===== config.mk =====
export PLATFORM = sky130hd
export DESIGN_NAME = fltr_top
export DESIGN_NICKNAME = d
export VERILOG_FILES = /design/src/rtl/fltr_pkg.sv /design/src/rtl/fltr_window.sv /design/src/rtl/fltr_compute.sv /design/src/rtl/fltr_top.sv
export VERILOG_INCLUDE_DIRS = /design/src /design/src/rtl
export SDC_FILE = /design/constraint.sdc
export NUM_CORES = 1
export LEC_CHECK = 0
export BUFFER_PORTS_ARGS = -buffer_cell sky130_fd_sc_hd__buf_2
export CAP_MARGIN = 10
export CORE_ASPECT_RATIO = 0.75
export CORE_MARGIN = 1
export CORE_UTILIZATION = 48
export CTS_BUF_LIST = sky130_fd_sc_hd__clkbuf_8
export CTS_CLUSTER_DIAMETER = 60
export DETAILED_ROUTE_END_ITERATION = 8
export GPL_TIMING_DRIVEN = 0
export HOLD_SLACK_MARGIN = 0.03
export SYNTH_ARGS = -nofsm -noshare
export SYNTH_HDL_FRONTEND = slang
export SYNTH_SLANG_ARGS = --single-unit

===== constraint.sdc =====
create_clock -name clk -period 6.9 [get_ports clk]
set_input_delay 0.69 -clock clk [delete_from_list [all_inputs] [get_ports clk]]
set_output_delay 0.69 -clock clk [all_outputs]
set_load 0.02 [all_outputs]

===== src/rtl/fltr_defines.svh =====
`ifndef FLTR_DEFINES_SVH
`define FLTR_DEFINES_SVH

// pixel stream and tap window
`define FLTR_SAMPLE_W 8
`define FLTR_TAPS 7

// datapath widths
// coefficients fit in 9 bits, largest is 324
`define FLTR_COEF_W 9
`define FLTR_PROD_W 17
`define FLTR_SUM_W 20
`define FLTR_OUT_W 16

// output is sum[18:3], a divide by eight
`define FLTR_SHIFT 3

// kernel 0, the h4 set
`define FLTR_K0_C0 9'd14
`define FLTR_K0_C1 9'd43
`define FLTR_K0_C2 9'd80
`define FLTR_K0_C3 9'd324
`define FLTR_K0_C4 9'd80
`define FLTR_K0_C5 9'd43
`define FLTR_K0_C6 9'd14

// kernel 1, set c
`define FLTR_K1_C0 9'd4
`define FLTR_K1_C1 9'd42
`define FLTR_K1_C2 9'd163
`define FLTR_K1_C3 9'd255
`define FLTR_K1_C4 9'd163
`define FLTR_K1_C5 9'd42
`define FLTR_K1_C6 9'd4

// kernel 2, set d
// centre tap is zero
`define FLTR_K2_C0 9'd12
`define FLTR_K2_C1 9'd77
`define FLTR_K2_C2 9'd148
`define FLTR_K2_C3 9'd0
`define FLTR_K2_C4 9'd148
`define FLTR_K2_C5 9'd77
`define FLTR_K2_C6 9'd12

// kernel 3, set 3
`define FLTR_K3_C0 9'd9
`define FLTR_K3_C1 9'd56
`define FLTR_K3_C2 9'd109
`define FLTR_K3_C3 9'd0
`define FLTR_K3_C4 9'd109
`define FLTR_K3_C5 9'd56
`define FLTR_K3_C6 9'd9

`endif


===== src/rtl/fltr_pkg.sv =====
`default_nettype none

`include "fltr_defines.svh"

package fltr_pkg;

	// one unsigned pixel of the stream
	typedef logic [`FLTR_SAMPLE_W-1:0] sample_t;

	// kernel bank select, travels with each sample
	typedef enum logic [1:0]
	{
		KERNEL_H4 = 2'd0,
		KERNEL_C  = 2'd1,
		KERNEL_D  = 2'd2,
		KERNEL_3  = 2'd3
	} kernel_sel_t;

endpackage

`default_nettype wire


===== src/rtl/fltr_window.sv =====
`timescale 1ns/1ns
`default_nettype none

`include "fltr_defines.svh"

module fltr_window
	import fltr_pkg::*;
(
	input  logic                                  clk,
	input  logic                                  rst_n,
	input  logic                                  in_valid,
	input  sample_t                               in_sample,
	input  kernel_sel_t                           in_kernel,
	output logic                                  win_valid,
	output logic [`FLTR_TAPS*`FLTR_SAMPLE_W-1:0]  win_taps,
	output kernel_sel_t                           win_kernel
);

	localparam int TAPS     = `FLTR_TAPS;
	localparam int SAMPLE_W = `FLTR_SAMPLE_W;
	localparam int WIN_W    = TAPS * SAMPLE_W;
	localparam int CNT_W    = $clog2(TAPS + 1);

	// the sample that brings the count to this value completes the window
	localparam logic [CNT_W-1:0] LAST_MISSING = CNT_W'(TAPS - 1);
	localparam logic [CNT_W-1:0] CNT_FULL     = CNT_W'(TAPS);

	// samples seen since reset, saturates at TAPS
	logic [CNT_W-1:0] fill_cnt;

	always_ff @(posedge clk or negedge rst_n)
	begin
		if (!rst_n)
		begin
			fill_cnt <= '0;
		end
		else if (in_valid && (fill_cnt != CNT_FULL))
		begin
			fill_cnt <= fill_cnt + 1'b1;
		end
	end

	// strobe once the new sample leaves seven taps in the window
	always_ff @(posedge clk or negedge rst_n)
	begin
		if (!rst_n)
		begin
			win_valid <= 1'b0;
		end
		else
		begin
			win_valid <= in_valid && (fill_cnt >= LAST_MISSING);
		end
	end

	// delay line, newest sample enters the low byte
	// oldest drops off the top
	always_ff @(posedge clk or negedge rst_n)
	begin
		if (!rst_n)
		begin
			win_taps   <= '0;
			win_kernel <= KERNEL_H4;
		end
		else if (in_valid)
		begin
			win_taps   <= {win_taps[WIN_W-SAMPLE_W-1:0], in_sample};
			win_kernel <= in_kernel;
		end
	end

endmodule

`default_nettype wire


===== src/rtl/fltr_compute.sv =====
`timescale 1ns/1ns
`default_nettype none

`include "fltr_defines.svh"

module fltr_compute
	import fltr_pkg::*;
(
	input  logic                                  clk,
	input  logic                                  rst_n,
	input  logic                                  win_valid,
	input  logic [`FLTR_TAPS*`FLTR_SAMPLE_W-1:0]  win_taps,
	input  kernel_sel_t                           win_kernel,
	output logic                                  out_valid,
	output logic [`FLTR_OUT_W-1:0]                out_data
);

	localparam int TAPS     = `FLTR_TAPS;
	localparam int SAMPLE_W = `FLTR_SAMPLE_W;
	localparam int COEF_W   = `FLTR_COEF_W;
	localparam int PROD_W   = `FLTR_PROD_W;
	localparam int SUM_W    = `FLTR_SUM_W;
	localparam int OUT_W    = `FLTR_OUT_W;
	localparam int SHIFT    = `FLTR_SHIFT;

	// kernels are symmetric, so only taps 0 to 3 need a coefficient
	localparam int HALF = TAPS / 2 + 1;

	sample_t              tap [TAPS];
	logic [COEF_W-1:0]    coef_half [HALF];
	logic [PROD_W-1:0]    prod_d [TAPS];
	logic [PROD_W-1:0]    prod_q [TAPS];
	logic [SUM_W-1:0]     sum_d;
	logic [SUM_W-1:0]     sum_q;

	// valid flags for stages one and two
	logic                 prod_valid;
	logic                 sum_valid;

	// coefficient set for the item at the window output
	always_comb
	begin
		case (win_kernel)
			KERNEL_C:
			begin
				coef_half[0] = `FLTR_K1_C0;
				coef_half[1] = `FLTR_K1_C1;
				coef_half[2] = `FLTR_K1_C2;
				coef_half[3] = `FLTR_K1_C3;
			end
			KERNEL_D:
			begin
				coef_half[0] = `FLTR_K2_C0;
				coef_half[1] = `FLTR_K2_C1;
				coef_half[2] = `FLTR_K2_C2;
				coef_half[3] = `FLTR_K2_C3;
			end
			KERNEL_3:
			begin
				coef_half[0] = `FLTR_K3_C0;
				coef_half[1] = `FLTR_K3_C1;
				coef_half[2] = `FLTR_K3_C2;
				coef_half[3] = `FLTR_K3_C3;
			end
			default:
			begin
				// kernel 0, the h4 set
				coef_half[0] = `FLTR_K0_C0;
				coef_half[1] = `FLTR_K0_C1;
				coef_half[2] = `FLTR_K0_C2;
				coef_half[3] = `FLTR_K0_C3;
			end
		endcase
	end

	// tap 0 is the oldest sample, in the top byte
	// mirrored taps share one coefficient
	for (genvar i = 0; i < TAPS; i++)
	begin : g_tap
		localparam int MIRROR = (i < HALF) ? i : TAPS - 1 - i;

		assign tap[i] = win_taps[(TAPS-1-i)*SAMPLE_W +: SAMPLE_W];

		// unsigned product, 8 x 9 bits fits in 17
		assign prod_d[i] = {{(PROD_W-SAMPLE_W){1'b0}}, tap[i]}
			* {{(PROD_W-COEF_W){1'b0}}, coef_half[MIRROR]};
	end

	// adder tree over the registered products
	always_comb
	begin
		sum_d = '0;
		for (int i = 0; i < TAPS; i++)
		begin
			sum_d = sum_d + {{(SUM_W-PROD_W){1'b0}}, prod_q[i]};
		end
	end

	// stage one, products
	always_ff @(posedge clk)
	begin
		for (int i = 0; i < TAPS; i++)
		begin
			prod_q[i] <= prod_d[i];
		end
	end

	// stage two, sum
	always_ff @(posedge clk)
	begin
		sum_q <= sum_d;
	end

	// stage three, scale down by eight
	always_ff @(posedge clk)
	begin
		out_data <= sum_q[SHIFT +: OUT_W];
	end

	// valid bit beside each stage
	always_ff @(posedge clk or negedge rst_n)
	begin
		if (!rst_n)
		begin
			prod_valid <= 1'b0;
			sum_valid  <= 1'b0;
			out_valid  <= 1'b0;
		end
		else
		begin
			prod_valid <= win_valid;
			sum_valid  <= prod_valid;
			out_valid  <= sum_valid;
		end
	end

endmodule

`default_nettype wire


===== src/rtl/fltr_top.sv =====
`timescale 1ns/1ns
`default_nettype none

`include "fltr_defines.svh"

module fltr_top
	import fltr_pkg::*;
(
	input  logic                    clk,
	input  logic                    rst_n,
	input  logic                    in_valid,
	input  sample_t                 in_sample,
	input  kernel_sel_t             in_kernel,
	output logic                    out_valid,
	output logic [`FLTR_OUT_W-1:0]  out_data
);

	localparam int WIN_W = `FLTR_TAPS * `FLTR_SAMPLE_W;

	// window to compute
	logic              win_valid;
	logic [WIN_W-1:0]  win_taps;
	kernel_sel_t       win_kernel;

	// seven-tap delay line, one register stage
	fltr_window u_window
	(
		.clk        (clk),
		.rst_n      (rst_n),
		.in_valid   (in_valid),
		.in_sample  (in_sample),
		.in_kernel  (in_kernel),
		.win_valid  (win_valid),
		.win_taps   (win_taps),
		.win_kernel (win_kernel)
	);

	// multiply, sum and scale, three stages
	fltr_compute u_compute
	(
		.clk        (clk),
		.rst_n      (rst_n),
		.win_valid  (win_valid),
		.win_taps   (win_taps),
		.win_kernel (win_kernel),
		.out_valid  (out_valid),
		.out_data   (out_data)
	);

endmodule

`default_nettype wire


==> flow_summary.toml, run 1 <==
[status]
outcome = "completed"

[logic_synthesis]
synth_area_leaders = "fa_1, ha_1, dfxtp_1"
synth_cell_types = 61
syn-cell-area_um2 = 20200
yosysWarnings = 0
yosysTopAreaCellShare = 0.255
synth_flop_cell = "dfxtp_1"
syn_inst = 2047
async_reset_ff_frac = 0.316
avgSynthCellArea_um2 = 9.85
synth-edff-count = 0
syn-num-nets = 2588
synth_top_area_cell = "fa_1"
synth-seq-area-share = 0.221
ys_ff_latch = 206

[timing]
fin_crit_sh = 0.945
hold_slack_ns = 0.325
setup_viol_count_final = 0
rsz0062_at_grt = "no"
max_slew_margin = 0.239
layout_min_cycle_time_ns = 6.52
clock_skew_ns = 0.0693
slew_violations = 0
tns_ns = 0
fmax_mhz = 153
finalHoldViolations = 0
worstMarginPinSlew_ns = 1.14

[critical_path]
critical_path_class = "flop to flop"
required_ns = 7.38
path_max_fanout = 12
cp.arrival_ns = 7.00
startpoint_type = "flop"
critPathCaptureType = "flop"

[global_routing]
grt_max_degree = 58
track_usage = 0.242
grt_pass1_vias = 14271
overflow = 0
antenna_found_initial = 0
grt_pass1_wl_mm = 79.2

[floorplan]
core_um2 = 41100
rows = 64
die_area_um2 = 42800
chipWidth_um = 239
ios = 30
die_h_um = 180
start_util = 0.491

[clocking]
clock_latency_ns = 0.60
clock_sinks = 206
cts_buffers = 40
cts_tree = "yes"
cts_buffer_depth = 3
path_clk_slew_ns = 0.06
htree_levels = 2
clockRootBuffer = "clkbuf_8"

[cells_and_area]
nFillCells = 3750
multi_input_area_um2 = 14000
drive_gt1_frac = 0.0772
num-nets-final = 2660
syn_to_final_growth_pct = 8.96
register_area_um2 = 4450

[routing]
viasPerCell = 5.11
vias = 13870
wl_mm = 49.3
drc_errors = 0
avgRoutedWirePerCell_um = 18.2
first_pass_iters = 5
drt_iter0_markers = 877
ant_nets = 0

[flow_run]
maxCapViolations = 0

[hold_path]
hp-class = "flop to flop"

[placed_design]
portBuffers = 28
gp_congestion = 0.916
hpwl_mm = 40.4
[worst max-delay path, cell delays in order (launching register included)]
cell and delay [ns]:
dfrtp_1 0.58, clkinvlp_4 0.38, ha_1 0.50, or2_2 0.19
clkbuf_1 0.29, clkbuf_1 0.63, nand2_1 0.24, fa_1 0.54
inv_1 0.05, fa_1 0.47, inv_1 0.06, fa_1 0.50
fa_1 0.54, inv_1 0.04, ha_1 0.34, o21a_1 0.13
o21a_1 0.18, a21oi_1 0.28, o31ai_1 0.14, a21oi_1 0.19
xnor2_1 0.13
[stage by stage]
step	std cells	util	cell area [um^2]	setup WS [ns]
after global placement	2636	0.511	21000	0.442
after global routing	2712	0.535	22000	0.0838
after detailed placement	2637	0.512	21000	0.399
after floorplan	2047	-	20200	1.76
after CTS	2712	0.535	22000	0.252
final	2713	0.535	22000	0.380
[cell usage after synthesis (5+ instances only)]
cell type and n:
inv_1 404, ha_1 271, fa_1 257, dfxtp_1 141, nand2_1 129, and2_1 118, xnor2_1 74, nor2_1 68
a21oi_1 65, dfrtp_1 65, nor2b_1 62, mux2_2 55, nand2b_1 43, o21ai_0 42, clkbuf_1 39, nor3_1 22
a21o_1 21, xor2_1 17, nand3_1 15, o21a_1 15, a211oi_1 14, a31oi_1 7, nand4_1 7, o211ai_1 7
or3_1 7, and3_1 6, a211o_1 5, o31ai_1 5
[final timing paths]
check / startpoint / end / slack [ns] / cells after the start
max: u_window.win_kernel[1] / u_compute.prod_q[4][16] / 0.38 / 20
min: u_compute.sum_q[8] / u_compute.out_data[5] / 0.33 / 0
max reg2reg: u_window.win_kernel[1] / u_compute.prod_q[4][16] / 0.38 / 20
min reg2reg: u_compute.sum_q[8] / u_compute.out_data[5] / 0.33 / 0
max in group asynchronous: rst_n / u_window.win_taps[0] / 5.82 / 3
min in group asynchronous: rst_n / u_window.win_taps[31] / 0.53 / 2
[per-layer routing]
metal | track usage | wire [um] | vias to the layer above
li1 | - | - | 6641
met1 | 0.371 | 25000 | 6819
met2 | 0.347 | 20000 | 347
met3 | 0.0542 | 3420 | 63
met4 | 0.0490 | 835 | 0
met5 | 0 | 0 | -
[flip-flops by register name, indices dropped and copies added (netlist names), 2 cells and up]
signal,cells
u_window.fill_cnt,3
u_compute.sum_q,16
u_compute.out_data,16
u_window.win_kernel,2
u_compute.prod_q,109
u_window.win_taps,56
[timing repair]
action | 4_1_cts | 5_1_grt
setup buffers | 0 | 0
gates resized for setup | 0 | 1
endpoints found under the hold margin | 8 | 0
setup endpoints to repair | 0 | 2
hold buffers | 1 | 0
[layout by cell type (no fill, tap or decap), drive strengths merged, types with 5 or more instances in the layout]
master	count
buf	30
nor2b	62
a211oi	14
nand4	7
a31oi	7
o21ai	42
fa	257
inv	417
nor3	22
o21a	15
dfxtp	141
ha	271
a21oi	66
clkinv	5
o41ai	6
o31ai	6
xnor2	74
nand2b	43
dfrtp	65
and2	118
nand2	129
nor2	68
mux2	55
clkbuf	89
and3	6
xor2	17
a21o	22
nand3	15
a211o	5
o211ai	7
or3	7
[logic make-up after synthesis]
family,Yosys count,synth area share
flops,206,0.221
xor+xnor,91,0.0395
compound gates,227,0.0754
mux,56,0.0312
simple gates,493,0.127
fa+ha+maj,528,0.423
buf+inv,446,0.0831
[cell type report]
cell class	instances	share of cell area
Multi-Input combinational cell	1395	0.639
Sequential cell	206	0.202
Inverter	405	0.0694
Tap cell	561	0.0319
Clock buffer	49	0.0307
Clock inverter	25	0.0111
Timing Repair Buffer	30	0.00820
Buffer	41	0.00706
Antenna cell	1	0.000114
Power of run 1 is not shown: default switching activity piles up to over one toggle a cycle in this logic, so the estimate is an artifact.
==> run 2: changes to the inputs <==
CORE_ASPECT_RATIO = 0.8   (was 0.75)
PLACE_DENSITY = 0.7   (was default)
==> flow_summary.toml, run 2 (same netlist as run 1, synthesis figures left out) <==
[clocking]
clock_sinks = 206
htree_levels = 2
cts_setup_buffers = 0
hold_buffers = 0
cts_tree = "yes"
clock_latency_ns = 0.57
path_clk_slew_ns = 0.06
clockRootBuffer = "clkbuf_8"
cts_buffers = 37
cts-resized-gates = 0
cts_buffer_depth = 3

[cells_and_area]
num-nets-final = 2655
syn_to_final_growth_pct = 7.74
multi_input_area_um2 = 14000
final_cell_mix = "inv_1, ha_1, fa_1, dfxtp_1, nand2_1"
drive_gt1_frac = 0.0701
final_cells = 2684
largestRegisters = "u_compute.prod_q x109, u_window.win_taps x56"
design_area_um2 = 21700
largest_reg_flops = 109
final_common_cell = "inv_1"
regMostFlops = "u_compute.prod_q"
register_area_um2 = 4450
nFillCells = 3704

[critical_path]
path_max_fanout = 12
r2r_end = "u_compute.prod_q[3][13]"
critPathCaptureType = "flop"
cp.arrival_ns = 6.84
crit_end = "u_compute.prod_q[3][13]"
crit_start = "u_window.win_kernel[1]"
critical_path_class = "flop to flop"
reg2reg_from = "u_window.win_kernel[1]"
required_ns = 7.28
rrSetupSlack_ns = 0.43
rr_worst_depth = 17
startpoint_type = "flop"

[timing]
setup_viol_count_final = 0
clock_skew_ns = 0.0348
rsz0062_at_grt = "no"
hold_slack_ns = 0.252
slew_violations = 0
worstMarginPinSlew_ns = 0.885
layout_min_cycle_time_ns = 6.47
fmax_mhz = 155
tns_ns = 0
finalHoldViolations = 0
fin_crit_sh = 0.937
max_slew_margin = 0.410

[global_routing]
grt_pass1_wl_mm = 77.6
overflow = 0
grt_pass1_vias = 14529
grt_max_degree = 66
antenna_found_initial = 1
track_usage = 0.238

[placed_design]
portBuffers = 28
hpwl_mm = 39.7
gp_congestion = 0.900
post_dp_cell_area_um2 = 21000
dpl.cell_count = 2619

[floorplan]
chipWidth_um = 231
die_area_um2 = 42800
start_util = 0.491
core_um2 = 41000
rows = 66
ios = 30
die_h_um = 185

[routing]
avgRoutedWirePerCell_um = 17.8
vias = 13977
wl_mm = 47.7
drt_iter0_markers = 810
ant_nets = 0
first_pass_iters = 5
viasPerCell = 5.21
drc_errors = 0

[status]
outcome = "completed"

[hold_path]
hp-class = "input port to async pin"

[flow_run]
maxCapViolations = 0
==> run 2: layer usage <==
| metal | share of wire | GRT usage | vias up |
|---|---|---|---|
| met5 | 0 | 0 | - |
| met4 | 0.030 | 0.0776 | 0 |
| met3 | 0.071 | 0.0503 | 66 |
| met2 | 0.42 | 0.358 | 362 |
| met1 | 0.47 | 0.339 | 6919 |
| li1 | - | - | 6630 |
==> run 2: critical path, cell delays in order (launching register included) <==
cell	delay [ns]
dfrtp_1	0.60
clkinv_1	0.51
ha_1	0.49
clkbuf_1	0.38
nand2_1	0.23
inv_1	0.16
fa_1	0.52
fa_1	0.51
inv_1	0.05
fa_1	0.54
inv_1	0.05
fa_1	0.43
ha_1	0.34
o21ai_0	0.12
a21bo_2	0.24
a21oi_1	0.28
a21oi_1	0.16
o311ai_0	0.68
==> run 2: worst min path at each step <==
stage                  startpoint                    end  depth (start not counted)
5_1_grt                     rst_n    u_compute.out_valid                          1
6_report                    rst_n    u_compute.sum_valid                          1
4_1_cts                     rst_n   u_window.win_taps[4]                          1
3_5_place_dp   u_compute.sum_q[7]  u_compute.out_data[4]                          0
3_3_place_gp   u_compute.sum_q[6]  u_compute.out_data[3]                          0
2_1_floorplan  u_compute.sum_q[3]  u_compute.out_data[0]                          0
==> run 2: final cells by class <==
| type | instances | share of cell area |
|---|---|---|
| tap | 544 | 0.0313 |
| clock inverter | 25 | 0.00916 |
| sequential | 206 | 0.205 |
| inverter | 405 | 0.0700 |
| clock buffer | 39 | 0.0247 |
| antenna | 1 | 0.000115 |
| timing repair buffer | 28 | 0.00656 |
| multi-input combinational | 1395 | 0.646 |
| buffer | 41 | 0.00714 |
==> run 2: through the flow <==
step                      worst slack, ns   util
after CTS                           0.518  0.529
after global placement              0.518  0.511
after floorplan                      1.76      -
after global routing               0.0781  0.529
final                               0.435  0.529
after detailed placement            0.528  0.511
Power of run 2 is left out for the same reason.
